### src/sb_isa_pkg.sv
// Scoreboard ISA definitions
// Architectural register indexing and the issue classes that the
// scoreboard can see at the issue point of the execute stage.

package sb_isa_pkg;

    // ====================================================================
    // Register file
    // ====================================================================

    // Architectural register index, x0 to x31
    typedef logic [4:0] reg_addr_t;

    // Source operands compared against in-flight destinations
    localparam int unsigned NUM_SRC = 2;

    // Hard-wired zero, never a hazard
    localparam reg_addr_t ZERO_REG = 5'd0;

    // ====================================================================
    // Issue classes
    // ====================================================================

    // Bit positions in the unit select vector
    localparam int unsigned UNIT_ALU  = 0;
    localparam int unsigned UNIT_CSR  = 1;
    localparam int unsigned UNIT_MUL  = 2;
    localparam int unsigned UNIT_DIV  = 3;
    localparam int unsigned NUM_UNITS = 4;

endpackage : sb_isa_pkg

### src/sb_timing_pkg.sv
// Scoreboard timing definitions
// Execute unit latencies as seen from the issue point, the bypass stage
// in front of the units, and the width of the result countdown counters.

package sb_timing_pkg;

    // ====================================================================
    // Unit latencies
    // ====================================================================

    // Pipelined multiplier, one result slot per stage
    localparam int unsigned MUL_LATENCY = 5;

    // Iterative divider, single slot
    localparam int unsigned DIV_LATENCY = 35;

    // ALU and CSR results land in one cycle
    localparam int unsigned SINGLE_LATENCY = 1;

    // Bypass stage between issue and the execute units
    localparam int unsigned BYPASS_CYCLES = 1;

    // ====================================================================
    // Counter widths
    // ====================================================================

    // Must hold the longest requested latency, divider plus bypass
    localparam int unsigned LAT_W = $clog2(DIV_LATENCY + BYPASS_CYCLES + 1);

    // Latency request and slot countdown value
    typedef logic [LAT_W-1:0] lat_t;

endpackage : sb_timing_pkg

### src/result_slot.sv
// Result slot
// Tracks one in-flight result of a long-latency execute unit. A countdown
// is loaded when the unit accepts an instruction and the destination is
// kept for compares against the instruction waiting at issue.
// Reports busy, RAW/WAW hazards and write-back collisions.

module result_slot #(
    parameter sb_timing_pkg::lat_t LOAD_CYCLES = 1
) (
    input  logic                  clk_i,
    input  logic                  rst_n_i,
    input  logic                  flush_i,
    input  logic                  stall_i,
    // Accept into this slot
    input  logic                  load_i,
    input  sb_isa_pkg::reg_addr_t dest_i,
    // Instruction waiting at issue
    input  sb_isa_pkg::reg_addr_t src0_i,
    input  sb_isa_pkg::reg_addr_t src1_i,
    input  sb_isa_pkg::reg_addr_t new_dest_i,
    input  sb_timing_pkg::lat_t   req_latency_i,
    // Slot status
    output logic                  busy_o,
    output logic                  raw_hazard_o,
    output logic                  latency_hazard_o
);

    import sb_isa_pkg::*;
    import sb_timing_pkg::*;

    lat_t                    cnt_q;
    reg_addr_t               dest_q;
    reg_addr_t [NUM_SRC-1:0] src_regs;
    logic      [NUM_SRC-1:0] src_match;
    logic                    dest_match;

    // ====================================================================
    // Countdown and destination
    // ====================================================================

    // Flush drops the result, stall freezes it
    always_ff @(posedge clk_i) begin
        if (!rst_n_i) begin
            cnt_q <= '0;
        end else if (flush_i) begin
            cnt_q <= '0;
        end else if (!stall_i) begin
            if (load_i) begin
                cnt_q <= LOAD_CYCLES;
            end else if (cnt_q != '0) begin
                cnt_q <= cnt_q - lat_t'(1);
            end
        end
    end

    always_ff @(posedge clk_i) begin
        if (!rst_n_i) begin
            dest_q <= ZERO_REG;
        end else if (!stall_i && load_i) begin
            dest_q <= dest_i;
        end
    end

    // ====================================================================
    // Hazard compares
    // ====================================================================

    // Last cycle of the countdown is covered by the bypass
    assign busy_o = (cnt_q > lat_t'(1));

    assign src_regs = {src1_i, src0_i};

    for (genvar s = 0; s < NUM_SRC; s++) begin : gen_src_cmp
        assign src_match[s] = (src_regs[s] == dest_q);
    end

    // WAW on the new destination
    assign dest_match = (new_dest_i == dest_q);

    // x0 writes are discarded, so never a dependency
    assign raw_hazard_o = busy_o && (dest_q != ZERO_REG) && ((|src_match) || dest_match);

    // New result would hit write-back in the same cycle as this one
    assign latency_hazard_o = busy_o && (cnt_q == req_latency_i);

    a_cnt_in_range: assert property (@(posedge clk_i) disable iff (!rst_n_i)
        cnt_q <= LOAD_CYCLES)
        else $error("result slot countdown above its load value");

endmodule : result_slot

### src/mul_tracker.sv
// Multiplier result tracker
// One result slot per multiplier stage, so that a new multiply may be
// accepted every cycle. A rotating one-hot pointer picks the slot that
// takes the next accepted multiply. Slot flags are merged for issue.

module mul_tracker (
    input  logic                  clk_i,
    input  logic                  rst_n_i,
    input  logic                  flush_i,
    input  logic                  stall_i,
    // Multiply granted at issue and not yet qualified by stall
    input  logic                  mul_issue_i,
    // Instruction waiting at issue
    input  sb_isa_pkg::reg_addr_t dest_i,
    input  sb_isa_pkg::reg_addr_t src0_i,
    input  sb_isa_pkg::reg_addr_t src1_i,
    input  sb_timing_pkg::lat_t   req_latency_i,
    // Merged status of all stages
    output logic                  busy_o,
    output logic                  raw_hazard_o,
    output logic                  latency_hazard_o
);

    import sb_timing_pkg::*;

    logic [MUL_LATENCY-1:0] ptr_q;
    logic [MUL_LATENCY-1:0] slot_load;
    logic [MUL_LATENCY-1:0] slot_busy;
    logic [MUL_LATENCY-1:0] slot_raw;
    logic [MUL_LATENCY-1:0] slot_lat;

    // ====================================================================
    // Stage pointer
    // ====================================================================

    // Rotates left on every accepted multiply and wraps back to stage 0
    always_ff @(posedge clk_i) begin
        if (!rst_n_i) begin
            ptr_q <= MUL_LATENCY'(1);
        end else if (flush_i) begin
            ptr_q <= MUL_LATENCY'(1);
        end else if (!stall_i && mul_issue_i) begin
            ptr_q <= {ptr_q[MUL_LATENCY-2:0], ptr_q[MUL_LATENCY-1]};
        end
    end

    // ====================================================================
    // Stage slots
    // ====================================================================

    for (genvar i = 0; i < MUL_LATENCY; i++) begin : gen_slot
        // Only the pointed stage captures the multiply
        assign slot_load[i] = mul_issue_i && ptr_q[i];

        result_slot #(
            .LOAD_CYCLES (lat_t'(MUL_LATENCY))
        ) slot_i (
            .clk_i            (clk_i),
            .rst_n_i          (rst_n_i),
            .flush_i          (flush_i),
            .stall_i          (stall_i),
            .load_i           (slot_load[i]),
            .dest_i           (dest_i),
            .src0_i           (src0_i),
            .src1_i           (src1_i),
            .new_dest_i       (dest_i),
            .req_latency_i    (req_latency_i),
            .busy_o           (slot_busy[i]),
            .raw_hazard_o     (slot_raw[i]),
            .latency_hazard_o (slot_lat[i])
        );
    end

    // Any stage in flight blocks
    assign busy_o           = |slot_busy;
    assign raw_hazard_o     = |slot_raw;
    assign latency_hazard_o = |slot_lat;

    // ====================================================================
    // Checks
    // ====================================================================

    a_ptr_onehot: assert property (@(posedge clk_i) disable iff (!rst_n_i)
        $onehot(ptr_q))
        else $error("multiplier stage pointer lost its one-hot state");

endmodule : mul_tracker

### src/issue_control.sv
// Issue control
// Decodes the write-back latency of the instruction at issue, merges
// the RAW, write-back collision and divider structural hazards into a
// single combinational grant, and flags an empty execute stage.

module issue_control (
    // Unit select of the instruction at issue
    input  logic                alu_i,
    input  logic                csr_i,
    input  logic                mul_i,
    input  logic                div_i,
    // Multiplier tracker status
    input  logic                mul_raw_i,
    input  logic                mul_lat_i,
    input  logic                mul_busy_i,
    // Divider slot status
    input  logic                div_raw_i,
    input  logic                div_lat_i,
    input  logic                div_busy_i,
    // To the slots
    output sb_timing_pkg::lat_t req_latency_o,
    output logic                mul_issue_o,
    output logic                div_issue_o,
    // Issue decision
    output logic                issue_o,
    output logic                pipeline_empty_o
);

    import sb_isa_pkg::*;
    import sb_timing_pkg::*;

    logic [NUM_UNITS-1:0] unit_sel;
    logic                 raw_hazard;
    logic                 latency_hazard;
    logic                 struct_hazard;

    assign unit_sel[UNIT_ALU] = alu_i;
    assign unit_sel[UNIT_CSR] = csr_i;
    assign unit_sel[UNIT_MUL] = mul_i;
    assign unit_sel[UNIT_DIV] = div_i;

    // ====================================================================
    // Latency decode
    // ====================================================================

    // Requested latency includes the bypass stage
    always_comb begin
        if (unit_sel[UNIT_MUL]) begin
            req_latency_o = lat_t'(MUL_LATENCY + BYPASS_CYCLES);
        end else if (unit_sel[UNIT_DIV]) begin
            req_latency_o = lat_t'(DIV_LATENCY + BYPASS_CYCLES);
        end else if (unit_sel[UNIT_ALU] || unit_sel[UNIT_CSR]) begin
            req_latency_o = lat_t'(SINGLE_LATENCY + BYPASS_CYCLES);
        end else begin
            // No unit, value no slot counter can reach
            req_latency_o = '1;
        end
    end

    // ====================================================================
    // Hazard merge and grant
    // ====================================================================

    assign raw_hazard     = mul_raw_i || div_raw_i;
    assign latency_hazard = mul_lat_i || div_lat_i;

    // Divider is not pipelined
    assign struct_hazard  = unit_sel[UNIT_DIV] && div_busy_i;

    assign issue_o = !(raw_hazard || latency_hazard || struct_hazard);

    // Slots apply stall themselves
    assign mul_issue_o = unit_sel[UNIT_MUL] && issue_o;
    assign div_issue_o = unit_sel[UNIT_DIV] && issue_o;

    // Nothing left in flight in the long-latency units
    assign pipeline_empty_o = !(mul_busy_i || div_busy_i);

    a_unit_onehot0: assert final ($onehot0(unit_sel))
        else $error("more than one execute unit selected at issue");

endmodule : issue_control

### src/issue_scoreboard.sv
// Execute stage issue scoreboard
// Holds back the instruction at issue on RAW/WAW hazards against
// in-flight multiplier and divider results, on write-back collisions
// and on a busy divider. Also reports an empty execute stage.

module issue_scoreboard (
    input  logic                  clk_i,
    input  logic                  rst_n_i,
    // Unit select, at most one high
    input  logic                  alu_i,
    input  logic                  csr_i,
    input  logic                  mul_i,
    input  logic                  div_i,
    // Operands of the instruction at issue
    input  sb_isa_pkg::reg_addr_t src0_i,
    input  sb_isa_pkg::reg_addr_t src1_i,
    input  sb_isa_pkg::reg_addr_t dest_i,
    // Pipeline control
    input  logic                  stall_i,
    input  logic                  flush_i,
    // Grant and status
    output logic                  issue_o,
    output logic                  pipeline_empty_o
);

    import sb_timing_pkg::*;

    lat_t req_latency;
    logic mul_issue;
    logic div_issue;
    logic mul_busy;
    logic mul_raw;
    logic mul_lat;
    logic div_busy;
    logic div_raw;
    logic div_lat;

    // ====================================================================
    // Result trackers
    // ====================================================================

    mul_tracker mul_tracker_i (
        .clk_i            (clk_i),
        .rst_n_i          (rst_n_i),
        .flush_i          (flush_i),
        .stall_i          (stall_i),
        .mul_issue_i      (mul_issue),
        .dest_i           (dest_i),
        .src0_i           (src0_i),
        .src1_i           (src1_i),
        .req_latency_i    (req_latency),
        .busy_o           (mul_busy),
        .raw_hazard_o     (mul_raw),
        .latency_hazard_o (mul_lat)
    );

    // Single slot, divider takes one operation at a time
    result_slot #(
        .LOAD_CYCLES (lat_t'(DIV_LATENCY))
    ) div_slot_i (
        .clk_i            (clk_i),
        .rst_n_i          (rst_n_i),
        .flush_i          (flush_i),
        .stall_i          (stall_i),
        .load_i           (div_issue),
        .dest_i           (dest_i),
        .src0_i           (src0_i),
        .src1_i           (src1_i),
        .new_dest_i       (dest_i),
        .req_latency_i    (req_latency),
        .busy_o           (div_busy),
        .raw_hazard_o     (div_raw),
        .latency_hazard_o (div_lat)
    );

    // ====================================================================
    // Issue decision
    // ====================================================================

    issue_control issue_control_i (
        .alu_i            (alu_i),
        .csr_i            (csr_i),
        .mul_i            (mul_i),
        .div_i            (div_i),
        .mul_raw_i        (mul_raw),
        .mul_lat_i        (mul_lat),
        .mul_busy_i       (mul_busy),
        .div_raw_i        (div_raw),
        .div_lat_i        (div_lat),
        .div_busy_i       (div_busy),
        .req_latency_o    (req_latency),
        .mul_issue_o      (mul_issue),
        .div_issue_o      (div_issue),
        .issue_o          (issue_o),
        .pipeline_empty_o (pipeline_empty_o)
    );

endmodule : issue_scoreboard

### config.mk
export PLATFORM = sky130hd
export DESIGN_NAME = issue_scoreboard
export DESIGN_NICKNAME = d
export VERILOG_FILES = /design/src/sb_isa_pkg.sv /design/src/sb_timing_pkg.sv /design/src/result_slot.sv /design/src/mul_tracker.sv /design/src/issue_control.sv /design/src/issue_scoreboard.sv
export SDC_FILE = /design/constraint.sdc
export NUM_CORES = 1
export LEC_CHECK = 0
export BUFFER_PORTS_ARGS = -buffer_cell sky130_fd_sc_hd__buf_4
export CAP_MARGIN = 10
export CORE_AREA = 2 2 98 100
export DETAILED_ROUTE_END_ITERATION = 16
export DIE_AREA = 0 0 100 102
export GPL_ROUTABILITY_DRIVEN = 0
export PLACE_DENSITY = 0.88
export SYNTH_ARGS = -nofsm -noshare
export SYNTH_HDL_FRONTEND = slang
export SYNTH_SLANG_ARGS = --single-unit
### constraint.sdc
create_clock -name clk_i -period 7 [get_ports clk_i]
set_clock_uncertainty 0.05 [all_clocks]
set_input_delay 0.35 -clock clk_i [delete_from_list [all_inputs] [get_ports clk_i]]
set_output_delay 0.35 -clock clk_i [all_outputs]
set_load 0.05 [all_outputs]
# == After elaboration in Yosys (flattened, before gate mapping) ==
# Cells that the tools add are included.
# totals
regBits,71
input_bits,23
out_inout_bits,2
word_cells,148
# classes
add_sub_neg,6
n_lt_le_gt_ge,6
eq_ne,24
n_mux,15
bitwise_logic,2
n_reduce_logical,82
# ops
operator,n
== test 5 bit,18
2-to-1 mux 6 bit,15
== test 6 bit,6
> comparator 6 x 1 -> 1 bit (second input constant),6
nonzero test 6 bit,6
subtractor 6 x 1 -> 6 bit (second input constant),6
logical AND 1 bit,33
nonzero test 5 bit,6
OR reduction 5 bit,3
OR reduction 2 bit,7
logical OR 1 bit,12
AND reduction 2 bit,6
nonzero test 2 bit,6
zero test 1 bit,3
inverter 1 bit,2

# == Logic depth before layout (Yosys ltp) ==
# Gate-level depths: netlist of run 1.
# logic_depth
ltp_word,15
depth_mapped,11
depth_no_buf,9

# == Hierarchy ==
# From an unflattened synthesis of run 1, not the netlist that was laid out.
# unflattened
hier_cells,583
area_unflattened_um2,5197.5
# modules_own_cells
module,n_inst,cells_each,area_per_inst_um2,seq_area_each_um2
result_slot at mul_tracker_i.gen_slot[0].slot_i ...,5,89,810.8,220.2
result_slot at div_slot_i,1,93,779.5,220.2
mul_tracker,1,32,272.8,100.1
issue_control,1,13,91.3,0.0

# == Least setup slack after synthesis of run 1 ==
# Ideal clock, no wire load.
# synth_timing
path_kind,register -> output
startpoint,register mul_tracker_i.gen_slot[2].slot_i.cnt_q[2]
endpoint,output pipeline_empty_o
t_arrival_ns,2.503
t_required_ns,6.600
setup_slack_ns,4.097
path_stages_with_launch,6
path_buffers,1
path_cell_list,dfxtp_1 -> buf_6 -> nor4_1 -> o21ai_0 -> or4_1 -> nor3_1
# synth_via
elab_chain_cells,4
# synth_lines
item,line,text
"start, declared",result_slot.sv:31,lat_t cnt_q;
"start signal, assigned",result_slot.sv:51,cnt_q <= cnt_q - lat_t'(1);
> comparator 6 x 1 -> 1 bit,result_slot.sv:69,assign busy_o = (cnt_q > lat_t'(1));
OR reduction 5 bit,mul_tracker.sv:75,assign busy_o = |slot_busy;
logical OR 1 bit,issue_control.sv:77,assign pipeline_empty_o = !(mul_busy_i || div_busy_i);
zero test 1 bit,issue_control.sv:77,
"end, declared",issue_scoreboard.sv:23,output logic pipeline_empty_o
# Every way passes these cells.

# == Worst setup path in the final report of run 1 ==
# layout_timing
startpoint,register mul_tracker_i.gen_slot[3].slot_i.cnt_q[0]
endpoint,output issue_o
# layout_via
elab_chain_cells,8
elab_cells_between_ends,12
classes_between,order compare (1); eq/ne (1); reduce/logical (10)
# layout_lines
item,line,text
"start, declared",result_slot.sv:31,
"start signal, assigned",result_slot.sv:51,
> comparator 6 x 1 -> 1 bit,result_slot.sv:69,
logical AND 1 bit (2 in a row),result_slot.sv:81,assign raw_hazard_o = busy_o && (dest_q != ZERO_REG) && ((|src_match) || dest_match);
OR reduction 5 bit,mul_tracker.sv:76,assign raw_hazard_o = |slot_raw;
logical OR 1 bit,issue_control.sv:64,assign raw_hazard = mul_raw_i || div_raw_i;
logical OR 1 bit (*) (2 in a row),issue_control.sv:70,assign issue_o = !(raw_hazard || latency_hazard || struct_hazard);
zero test 1 bit (*),issue_control.sv:70,
"end, declared",issue_scoreboard.sv:22,"output logic issue_o,"
# Every way passes the cells marked *; elsewhere a longest branch is shown, timed or not.

==> results of run 1 <==
cell usage in the layout (no fill, tap or decap), types with 3 or more instances in the layout:
| cell type | n |
|---|---|
| or4_1 | 9 |
| and2_1 | 7 |
| nand3_1 | 28 |
| o211ai_1 | 7 |
| and3_1 | 3 |
| o21a_1 | 5 |
| nand4_4 | 3 |
| nor2b_1 | 28 |
| dfxtp_1 | 71 |
| ha_1 | 18 |
| xor2_1 | 81 |
| nor3_1 | 33 |
| inv_1 | 14 |
| or3_1 | 9 |
| xnor2_1 | 16 |
| o21ai_1 | 3 |
| o211a_1 | 9 |
| buf_4 | 26 |
| a31oi_1 | 19 |
| nand2b_1 | 5 |
| nor2_1 | 26 |
| o21ai_0 | 17 |
| nand4_2 | 8 |
| a21oi_1 | 27 |
| nand2_1 | 63 |
| nor4_2 | 5 |
| nor4_1 | 19 |
| and4_1 | 6 |
| a22oi_1 | 6 |
| mux2i_1 | 32 |
| nand4_1 | 9 |
| clkbuf_8 | 12 |
per-layer routing:
layer	track usage, %	up-vias	share of wire, %
li1	-	2345	-
met1	35.37	2351	42
met2	47.14	198	48
met3	3.762	34	7.1
met4	8.851	0	2.0
met5	0	-	0
kinds of logic (layout without fill, tap and decap cells):
group,after synthesis,in the layout,synth area share (%)
AOI/OAI and AO/OA,109,109,13.28
xor gates and xnor gates,97,97,15.70
adders and majority gates,18,18,4.163
buffers and inverters,55,55,4.810
DFF,71,71,26.27
muxes,32,32,5.920
and+or+nand+nor,271,271,29.86
final cells by class:
cell class                 count  area (um2)
multi-input combinational    527        3729
fill                         754        3390
sequential                    71        1421
inverter                      14       52.55
tap                          111       138.9
clock inverter                 3       17.52
timing repair buffer          26       195.2
clock buffer                  12       165.2
how the worst max path moves through the flow:
stage | start | endpoint | cells past startpoint
floorplan | mul_tracker_i.gen_slot[2].slot_i.cnt_q[2] | pipeline_empty_o | 5
global placement | mul_i | issue_o | 9
detailed placement | mul_i | div_slot_i.dest_q[3] | 9
CTS | mul_tracker_i.gen_slot[3].slot_i.cnt_q[0] | issue_o | 9
global route | mul_tracker_i.gen_slot[3].slot_i.cnt_q[0] | issue_o | 9
finish | mul_tracker_i.gen_slot[3].slot_i.cnt_q[0] | issue_o | 9
critical path: stages, from the launching register on:
cell and delay, ns:
dfxtp_1 0.45, inv_1 0.11, ha_1 0.26, o21ai_0 0.63, o21ai_1 0.14, a21oi_1 0.45
nor3_4 0.19, nand3_1 0.15, inv_1 0.05, buf_4 0.18
report_power, final:
part	switching, mW	internal, mW
logic	0.136	0.0795
registers	0.0167	0.413
clock network	0.156	0.155
sequential cells by signal, indices dropped and copies added (netlist names):
register,flops
div_slot_i.cnt_q,6
mul_tracker_i.gen_slot.slot_i.cnt_q,30
mul_tracker_i.gen_slot.slot_i.dest_q,25
div_slot_i.dest_q,5
mul_tracker_i.ptr_q,5
==> flow_summary_export.csv, run 1 <==
group,metric,value,unit
drt,dr.pass1.iters,5,
yosys,syn-instance-count,653,
min_path,hold_end,"div_slot_i.dest_q[4]",
setup_path,critPathMaxFanout,9,
clock_network,root_buffer,"clkbuf_8",
yosys,synth_top_area_cell,"dfxtp_1",
setup_path,cp-end-kind,"output pin",
drt,viasPerCell,6.450,
yosys,yosys_warnings,0,
yosys,netlist_area,5410,um2
timing,rsz0062_at_grt,"no",
floorplanning,row_count,35,
setup_path,worstPathArrival,2.98,ns
clock_network,post_cts_resized,0,
setup_path,r2r-end,"mul_tracker_i.gen_slot[0].slot_i.dest_q[4]",
yosys,syn-num-nets,694,
global_routing,antenna_found_initial,0,
clock_network,cts_tree,"built",
clock_network,clk_pin_slew_worst_paths,0.08,ns
floorplanning,num_io_pins,25,
finish,syn2layout_area_growth,5.712,%
timing,tightest_slew,0.7603,ns
setup_path,reg2reg_setup_slack,3.98,ns
global_routing,overflow,0,
drt,drt_iter0_markers,347,
run_status,status,"finished, final reports clean",
global_routing,grt_pass1_wl,22430,um
setup_path,crit_type,"reg2out",
clock_network,clockBufferDepth,2,
finish,drive_gt1_share,9.954,%
floorplanning,initial_core_util,59.40,%
yosys,syn_area_per_cell,8.285,um2
finish,final_cells,764,
placed_design,place_area,5537,um2
drt,via_count,4928,
yosys,synthTopCellsByArea,"dfxtp_1, xor2_1, mux2i_1",
finish,final_nets,690,
timing,worst_hold_slack,0.3117,ns
setup_path,start_kind,"register",
timing,layout_min_cycle_time,3.378,ns
clock_network,postCtsSetupRepairBufs,0,
pwr,ir_drop,0.1485,mV
floorplanning,core-area,9109,um2
yosys,ys.flop_type,"dfxtp_1",
floorplanning,die_x,100,um
yosys,ys_seq_area_share,26.27,%
placed_design,numPlacedInstances,749,
run,maxCapViolCount,0,
timing,fmax,0.2960,GHz
setup_path,reg2reg_depth,9,
drt,drt.antenna.violating_nets,0,
min_path,whs_path_depth,3,
clock_network,insertion_delay,0.35,ns
global_routing,gr-usage-all-layers,27.26,%
yosys,synth_top_area_share,26.27,%
timing,min_period_over_period,48.26,%
timing,final-setup-viol-count,0,
drt,wl_per_cell,17.64,um
placed_design,pre_cts_slack,3.913,ns
finish,antennaDiodeCount,0,
yosys,ys_types,56,
finish,final_cell_area,5719,um2
placed_design,dpl.hpwl,9446,um
yosys,yosysMostFrequentCell,"xor2_1",
floorplanning,die_y,102,um
pwr,power.leakage,2.519,nW
floorplanning,die_area,10200,um2
pwr,p_total,955.7,uW
global_routing,grt_pass1_vias,4531,
clock_network,hold_buffers,0,
yosys,synth_edf_count,0,
timing,worst_slack,3.622,ns
yosys,synth-seq-cells,71,
setup_path,r2r_start,"mul_tracker_i.gen_slot[3].slot_i.cnt_q[0]",
pwr,p_per_area,167.1,nW/um2
clock_network,clock-sinks,71,
setup_path,crit_required,6.60,ns
global_routing,grt_start_max_net_pins,51,
timing,relSlewSlack,48.78,%
drt,wl,13480,um
min_path,hold_class,"in2reg",
drt,drc,0,
timing,slew_viol_final,0,
min_path,hold_start,"dest_i[4]",
placed_design,port_buffers,24,
finish,utilization,62.79,%
timing,tns,0,ns
yosys,ys_top_cells_by_count,"xor2_1, dfxtp_1, nand2_1",
yosys,ys_async_sr_fraction,0,%
clock_network,htreeDepth,3,
clock_network,cts_buffers,9,
timing,hold_viol,0,
Note: power is estimated with default switching activity, not from simulation.
==> inputs of run 2 (changes only) <==
--- a/config.mk
+++ b/config.mk
@@ -7,11 +7,11 @@
 export LEC_CHECK = 0
 export BUFFER_PORTS_ARGS = -buffer_cell sky130_fd_sc_hd__buf_4
 export CAP_MARGIN = 10
-export CORE_AREA = 2 2 98 100
+export CORE_AREA = 2 2 101 103
 export DETAILED_ROUTE_END_ITERATION = 16
-export DIE_AREA = 0 0 100 102
+export DIE_AREA = 0 0 103 105
 export GPL_ROUTABILITY_DRIVEN = 0
-export PLACE_DENSITY = 0.88
+export PLACE_DENSITY = 0.87
 export SYNTH_ARGS = -nofsm -noshare
 export SYNTH_HDL_FRONTEND = slang
 export SYNTH_SLANG_ARGS = --single-unit
==> constraint.sdc (replaced) <==
create_clock -name clk_i -period 2.8 [get_ports clk_i]
set_clock_uncertainty 0.05 [all_clocks]
set_input_delay 0.14 -clock clk_i [delete_from_list [all_inputs] [get_ports clk_i]]
set_output_delay 0.14 -clock clk_i [all_outputs]
set_load 0.05 [all_outputs]
==> run 2 against run 1 <==
First-iteration DRC count grew 20%. Clock power rose to 2.6 times the previous value. Combinational power rose to 2.8 times the previous value. Sequential cell count unchanged. Die area increased by 6.0%. Sequential share of layout area shrank 1.4 points. Hold slack got worse by 0.21 ns. Via count is 4.0% higher. Critical endpoint unchanged. Largest cell class unchanged.
==> flow_summary_export.csv, run 2 (synthesis results as in run 1) <==
group,metric,value,unit
setup_path,cp_slowest_stage_delay,0.53,ns
drt,wl_per_cell,17.51,um
clock_network,cts_tree,"built",
pwr,p_seq_share,43.1,%
global_routing,met2_usage,43.00,%
pwr,pwr-share-clk,33.0,%
finish,fillers,791,
clock_network,clk_pin_slew_worst_paths,0.08,ns
pwr,p_total,2.485,mW
global_routing,overflow,0,
placed_design,numPlacedInstances,792,
drt,dr.pass1.iters,5,
finish,largest-register,"mul_tracker_i.gen_slot.slot_i.cnt_q",
clock_network,root_buffer,"clkbuf_8",
setup_path,crit_buf_inv,4,
drt,drt_iter0_markers,416,
timing,relSlewSlack,57.33,%
floorplanning,core-area,9639,um2
run,maxCapViolCount,0,
global_routing,grt_pass1_wl,22470,um
pwr,power.leakage,2.705,nW
finish,final_cells,818,
finish,mostFrequentLayoutCell,"xor2_1",
setup_path,path_cells,"or4_1 -> o21ai_1 -> a21oi_2 -> buf_4 -> nor4_4 -> buf_4 -> nand3_1 -> inv_1 -> buf_4",
clock_network,clock-sinks,71,
pwr,p_comb_share,23.9,%
global_routing,busiest_layer,"met2",
timing,worst_slack,0.1050,ns
clock_network,clockBufferDepth,2,
floorplanning,num_io_pins,25,
finish,drive_gt1_share,15.18,%
floorplanning,row_count,36,
setup_path,crit_type,"reg2out",
finish,final_nets,721,
global_routing,use_met3,6.355,%
floorplanning,die_area,10820,um2
global_routing,grt_pass1_vias,4700,
global_routing,gr-usage-all-layers,25.88,%
finish,largest_reg_flops,30,
timing,rsz0062_at_grt,"yes",
finish,syn2layout_area_growth,11.96,%
pwr,netSwitchingFraction,32.61,%
drt,drt.antenna.violating_nets,0,
floorplanning,die_x,103,um
finish,reg.largest.list,"mul_tracker_i.gen_slot.slot_i.cnt_q x30, mul_tracker_i.gen_slot.slot_i.dest_q x25, div_slot_i.cnt_q x6",
clock_network,cts_buffers,9,
drt,drc,0,
timing,slew_viol_final,0,
floorplanning,initial_core_util,56.13,%
setup_path,crit_slowest_cell,"or4_1",
drt,viasPerCell,6.265,
setup_path,crit_required,2.61,ns
placed_design,pre_cts_slack,-0.04872,ns
placed_design,dpl.hpwl,9864,um
pwr,p_sw,810.5,uW
setup_path,start_kind,"register",
setup_path,cpMostUsedCell,"buf_4",
pwr,internal_power,1.675,mW
clock_network,htreeDepth,3,
timing,min_period_over_period,96.25,%
min_path,hold_class,"in2reg",
drt,wl,14330,um
global_routing,antenna_found_initial,0,
timing,hold_viol,0,
setup_path,critPathMaxFanout,5,
finish,antennaDiodeCount,0,
timing,layout_min_cycle_time,2.695,ns
clock_network,hold_buffers,0,
global_routing,grt_start_max_net_pins,38,
setup_path,cp-end-kind,"output pin",
global_routing,use_met1,32.44,%
pwr,ir_drop,0.3292,mV
drt,via_count,5125,
floorplanning,die_y,105,um
timing,fmax,0.3711,GHz
setup_path,worstPathArrival,2.51,ns
setup_path,crit_family,"simple AND/OR/NAND/NOR gates",
timing,tightest_slew,0.6393,ns
finish,final_cell_mix,"xor2_1, dfxtp_1, nand2_1, buf_4",
run_status,status,"finished, final reports clean",
pwr,p_per_area,410.3,nW/um2
clock_network,insertion_delay,0.36,ns
timing,final-setup-viol-count,0,
placed_design,port_buffers,24,
finish,utilization,62.84,%
[run 2: changes by cell type in the layout (fill, tap and decap cells not counted), sizes merged]
cell	previous run	this run
clkbuf	12	10
bufinv	0	1
clkinv	2	4
buf	26	57
[run 2: metrics by stage]
stage | hold slack [ns] | setup TNS [ns] | cell area, um2
3_5_place_dp | 0.3963 | -0.6724 | 5722
3_3_place_gp | 0.3915 | 0 | 5722
4_1_cts | 0.08588 | 0 | 5926
5_1_grt | 0.09807 | -0.1461 | 6057
6_report | 0.1005 | 0 | 6057
2_1_floorplan | 0.3287 | 0 | 5410
[run 2: power by group through the flow]
stage               logic [mW]  clock network (mW)  registers, mW
detailed placement       0.565                   0           1.09
global placement         0.544                   0           1.09
finish                   0.594               0.821           1.07
floorplan                0.399                   0           1.09
global route             0.637               0.875           1.08
CTS                      0.572               0.825           1.07
[run 2: cell type report]
cell class | count | area, um2 | area share [%]
inverters | 14 | 52.55 | 0.8676
flip-flops and latches | 71 | 1421 | 23.47
clock buffers | 10 | 127.6 | 2.107
well taps | 133 | 166.4 | 2.747
repair buffers | 57 | 427.9 | 7.065
multi-input cells | 527 | 3800 | 62.73
clock inverters | 6 | 61.31 | 1.012
[run 2: worst min-delay path: stages]
cell and delay [ns]:
buf_4 0.18, nand2_1 0.07, mux2i_1 0.06
[run 2: what timing repair did]
action                     in CTS  in global routing
gates resized for setup         4                 12
setup endpoints to repair      35                 49
setup buffers                   0                 10
pin swaps                       1                  2
[run 2: final timing paths]
kind	slack, ns	depth (start not counted)	start	endpoint
max	0.10	9	mul_tracker_i.gen_slot[2].slot_i.dest_q[1]	issue_o
max reg2reg	0.13	9	mul_tracker_i.gen_slot[2].slot_i.dest_q[1]	mul_tracker_i.gen_slot[1].slot_i.dest_q[3]
min reg2reg	0.42	2	mul_tracker_i.ptr_q[3]	mul_tracker_i.ptr_q[3]
min	0.10	3	dest_i[1]	div_slot_i.dest_q[1]
[run 2: routing by layer]
metal / vias to the layer above / routed length, um
met5: - / 0
met4: 0 / 408
met3: 49 / 1164
met2: 241 / 7011
met1: 2431 / 5741
li1: 2404 / -
==> inputs of run 3 (changes only) <==
--- a/config.mk
+++ b/config.mk
@@ -8,10 +8,12 @@
 export BUFFER_PORTS_ARGS = -buffer_cell sky130_fd_sc_hd__buf_4
 export CAP_MARGIN = 10
 export CORE_AREA = 2 2 101 103
+export CTS_CLUSTER_SIZE = 12
 export DETAILED_ROUTE_END_ITERATION = 16
 export DIE_AREA = 0 0 103 105
 export GPL_ROUTABILITY_DRIVEN = 0
 export PLACE_DENSITY = 0.87
+export RECOVER_POWER = 100
 export SYNTH_ARGS = -nofsm -noshare
 export SYNTH_HDL_FRONTEND = slang
 export SYNTH_SLANG_ARGS = --single-unit
==> run 3 against run 2 <==
Core utilization is 0.065 points lower. Largest power group unchanged. Critical path depth stayed put. Highest routed layer unchanged. Fmax is 0.20% higher. Sequential power hardly changed. Largest cell class unchanged. Combinational power hardly changed. Via count is 0.18% higher.
==> flow_summary_export.csv, run 3 (synthesis results as in run 1) <==
group,metric,value,unit
global_routing,overflow,0,
drt,via_count,5134,
setup_path,crit_type,"reg2out",
run,maxCapViolCount,0,
finish,antennaDiodeCount,0,
clock_network,clockBufferDepth,2,
placed_design,dpl.hpwl,9864,um
timing,relSlewSlack,59.05,%
timing,slew_viol_final,0,
global_routing,grt_pass1_vias,4700,
drt,wl_per_cell,17.55,um
pwr,p_per_area,411.0,nW/um2
placed_design,port_buffers,24,
drt,dr.pass1.iters,5,
floorplanning,die_area,10820,um2
clock_network,cts_tree,"built",
finish,multi_input_area,3794,um2
floorplanning,core-area,9639,um2
timing,rsz0062_at_grt,"yes",
drt,viasPerCell,6.276,
finish,syn2layout_area_growth,11.84,%
floorplanning,die_y,105,um
global_routing,antenna_found_initial,0,
clock_network,clk_pin_slew_worst_paths,0.08,ns
floorplanning,die_x,103,um
finish,final_cell_mix,"xor2_1, dfxtp_1, nand2_1, buf_4",
finish,largest_reg_flops,30,
run_status,status,"finished, final reports clean",
clock_network,clock-sinks,71,
drt,drt.antenna.violating_nets,0,
global_routing,grt_pass1_wl,22470,um
setup_path,path_cells,"or4_1 -> o21ai_1 -> a21oi_2 -> buf_4 -> nor4_4 -> buf_4 -> nand3_1 -> inv_1 -> buf_4",
global_routing,grt_start_max_net_pins,38,
setup_path,start_kind,"register",
timing,min_period_over_period,96.06,%
setup_path,critPathMaxFanout,5,
drt,drc,0,
finish,final_nets,721,
timing,layout_min_cycle_time,2.690,ns
min_path,hold_class,"in2reg",
clock_network,htreeDepth,3,
finish,fillers,793,
floorplanning,initial_core_util,56.13,%
timing,final-setup-viol-count,0,
setup_path,crit_required,2.61,ns
floorplanning,num_io_pins,25,
clock_network,root_buffer,"clkbuf_8",
finish,final-seq-area,1421,um2
setup_path,worstPathArrival,2.50,ns
pwr,power.leakage,2.701,nW
finish,drive_gt1_share,15.04,%
timing,hold_viol,0,
setup_path,cpMostUsedCell,"buf_4",
placed_design,place_area,5722,um2
finish,largest-register,"mul_tracker_i.gen_slot.slot_i.cnt_q",
finish,final_cell_area,6051,um2
drt,drt_iter0_markers,413,
floorplanning,row_count,36,
pwr,p_total,2.487,mW
timing,tightest_slew,0.6136,ns
clock_network,cts_buffers,9,
setup_path,crit_slowest_cell,"or4_1",
clock_network,insertion_delay,0.36,ns
setup_path,cp_slowest_stage_delay,0.53,ns
setup_path,cp-end-kind,"output pin",
finish,reg.largest.list,"mul_tracker_i.gen_slot.slot_i.cnt_q x30, mul_tracker_i.gen_slot.slot_i.dest_q x25, div_slot_i.cnt_q x6",
global_routing,gr-usage-all-layers,25.88,%
drt,wl,14350,um
timing,fmax,0.3718,GHz
finish,mostFrequentLayoutCell,"xor2_1",
pwr,ir_drop,0.3292,mV
-- run 3: cell counts in the layout (fill, tap and decap cells not counted) --
Identical to the previous run, type by type.
-- run 3: worst paths after layout --
kind / from / to / slack (ns) / cells after the start
min reg2reg: mul_tracker_i.ptr_q[3] / mul_tracker_i.ptr_q[3] / 0.42 / 2
min: dest_i[1] / div_slot_i.dest_q[1] / 0.1 / 3
max: mul_tracker_i.gen_slot[2].slot_i.dest_q[1] / issue_o / 0.11 / 9
max reg2reg: mul_tracker_i.gen_slot[2].slot_i.dest_q[1] / mul_tracker_i.gen_slot[1].slot_i.dest_q[3] / 0.12 / 9
-- run 3: cell type report --
class / instances / share of cell area (%)
multi-input cells: 527 / 62.70
flip-flops and latches: 71 / 23.49
repair buffers: 57 / 7.072
well taps: 133 / 2.750
clock buffers: 10 / 2.109
clock inverters: 6 / 1.013
inverters: 14 / 0.8685
-- run 3: through the flow --
| stage | setup WS [ns] | hold slack (ns) | instances | util, % | setup TNS [ns] |
|---|---|---|---|---|---|
| after floorplan | 0.1072 | 0.3287 | 653 | - | 0 |
| after global placement | 0.09559 | 0.3915 | 792 | 59.36 | 0 |
| after detailed placement | -0.04872 | 0.3963 | 792 | 59.36 | -0.6724 |
| after CTS | 0.004350 | 0.08588 | 808 | 61.47 | 0 |
| after global routing | -0.04750 | 0.09807 | 818 | 62.77 | -0.1441 |
| final | 0.1104 | 0.09979 | 818 | 62.77 | 0 |
-- run 3: metal layers --
layer / vias up / GRT usage, % / wire (um) / part of all wire (%)
met4: 0 / 8.365 / 406 / 2.8
met1: 2433 / 32.44 / 5795 / 40
met2: 243 / 43.00 / 6983 / 49
met5: - / 0 / 0 / 0
met3: 49 / 6.355 / 1167 / 8.1
li1: 2409 / - / - / -
-- run 3: repair_timing --
| item | in CTS | in global routing |
|---|---|---|
| endpoints found under the hold margin | 0 | 0 |
| setup endpoints to repair | 35 | 49 |
| pin swaps | 1 | 2 |
| buffers inserted | 0 | 10 |
| hold buffers | 0 | 0 |
| gates resized for setup | 4 | 12 |
-- run 3: worst max-delay path: cells and delay by family, from the launching register on --
| kind | cells | cell delay [ns] |
|---|---|---|
| buffers and inverters | 4 | 0.63 |
| AND/OR/NAND/NOR | 3 | 0.92 |
| flip-flops | 1 | 0.37 |
| AO/OA/AOI/OAI | 2 | 0.23 |
-- run 3: power breakdown --
part / internal [mW] / switching, mW / total (mW)
Sequential: 1.03 / 0.0376 / 1.07
Clock: 0.409 / 0.413 / 0.822
Combinational: 0.233 / 0.361 / 0.594
Total: 1.67 / 0.812 / 2.49
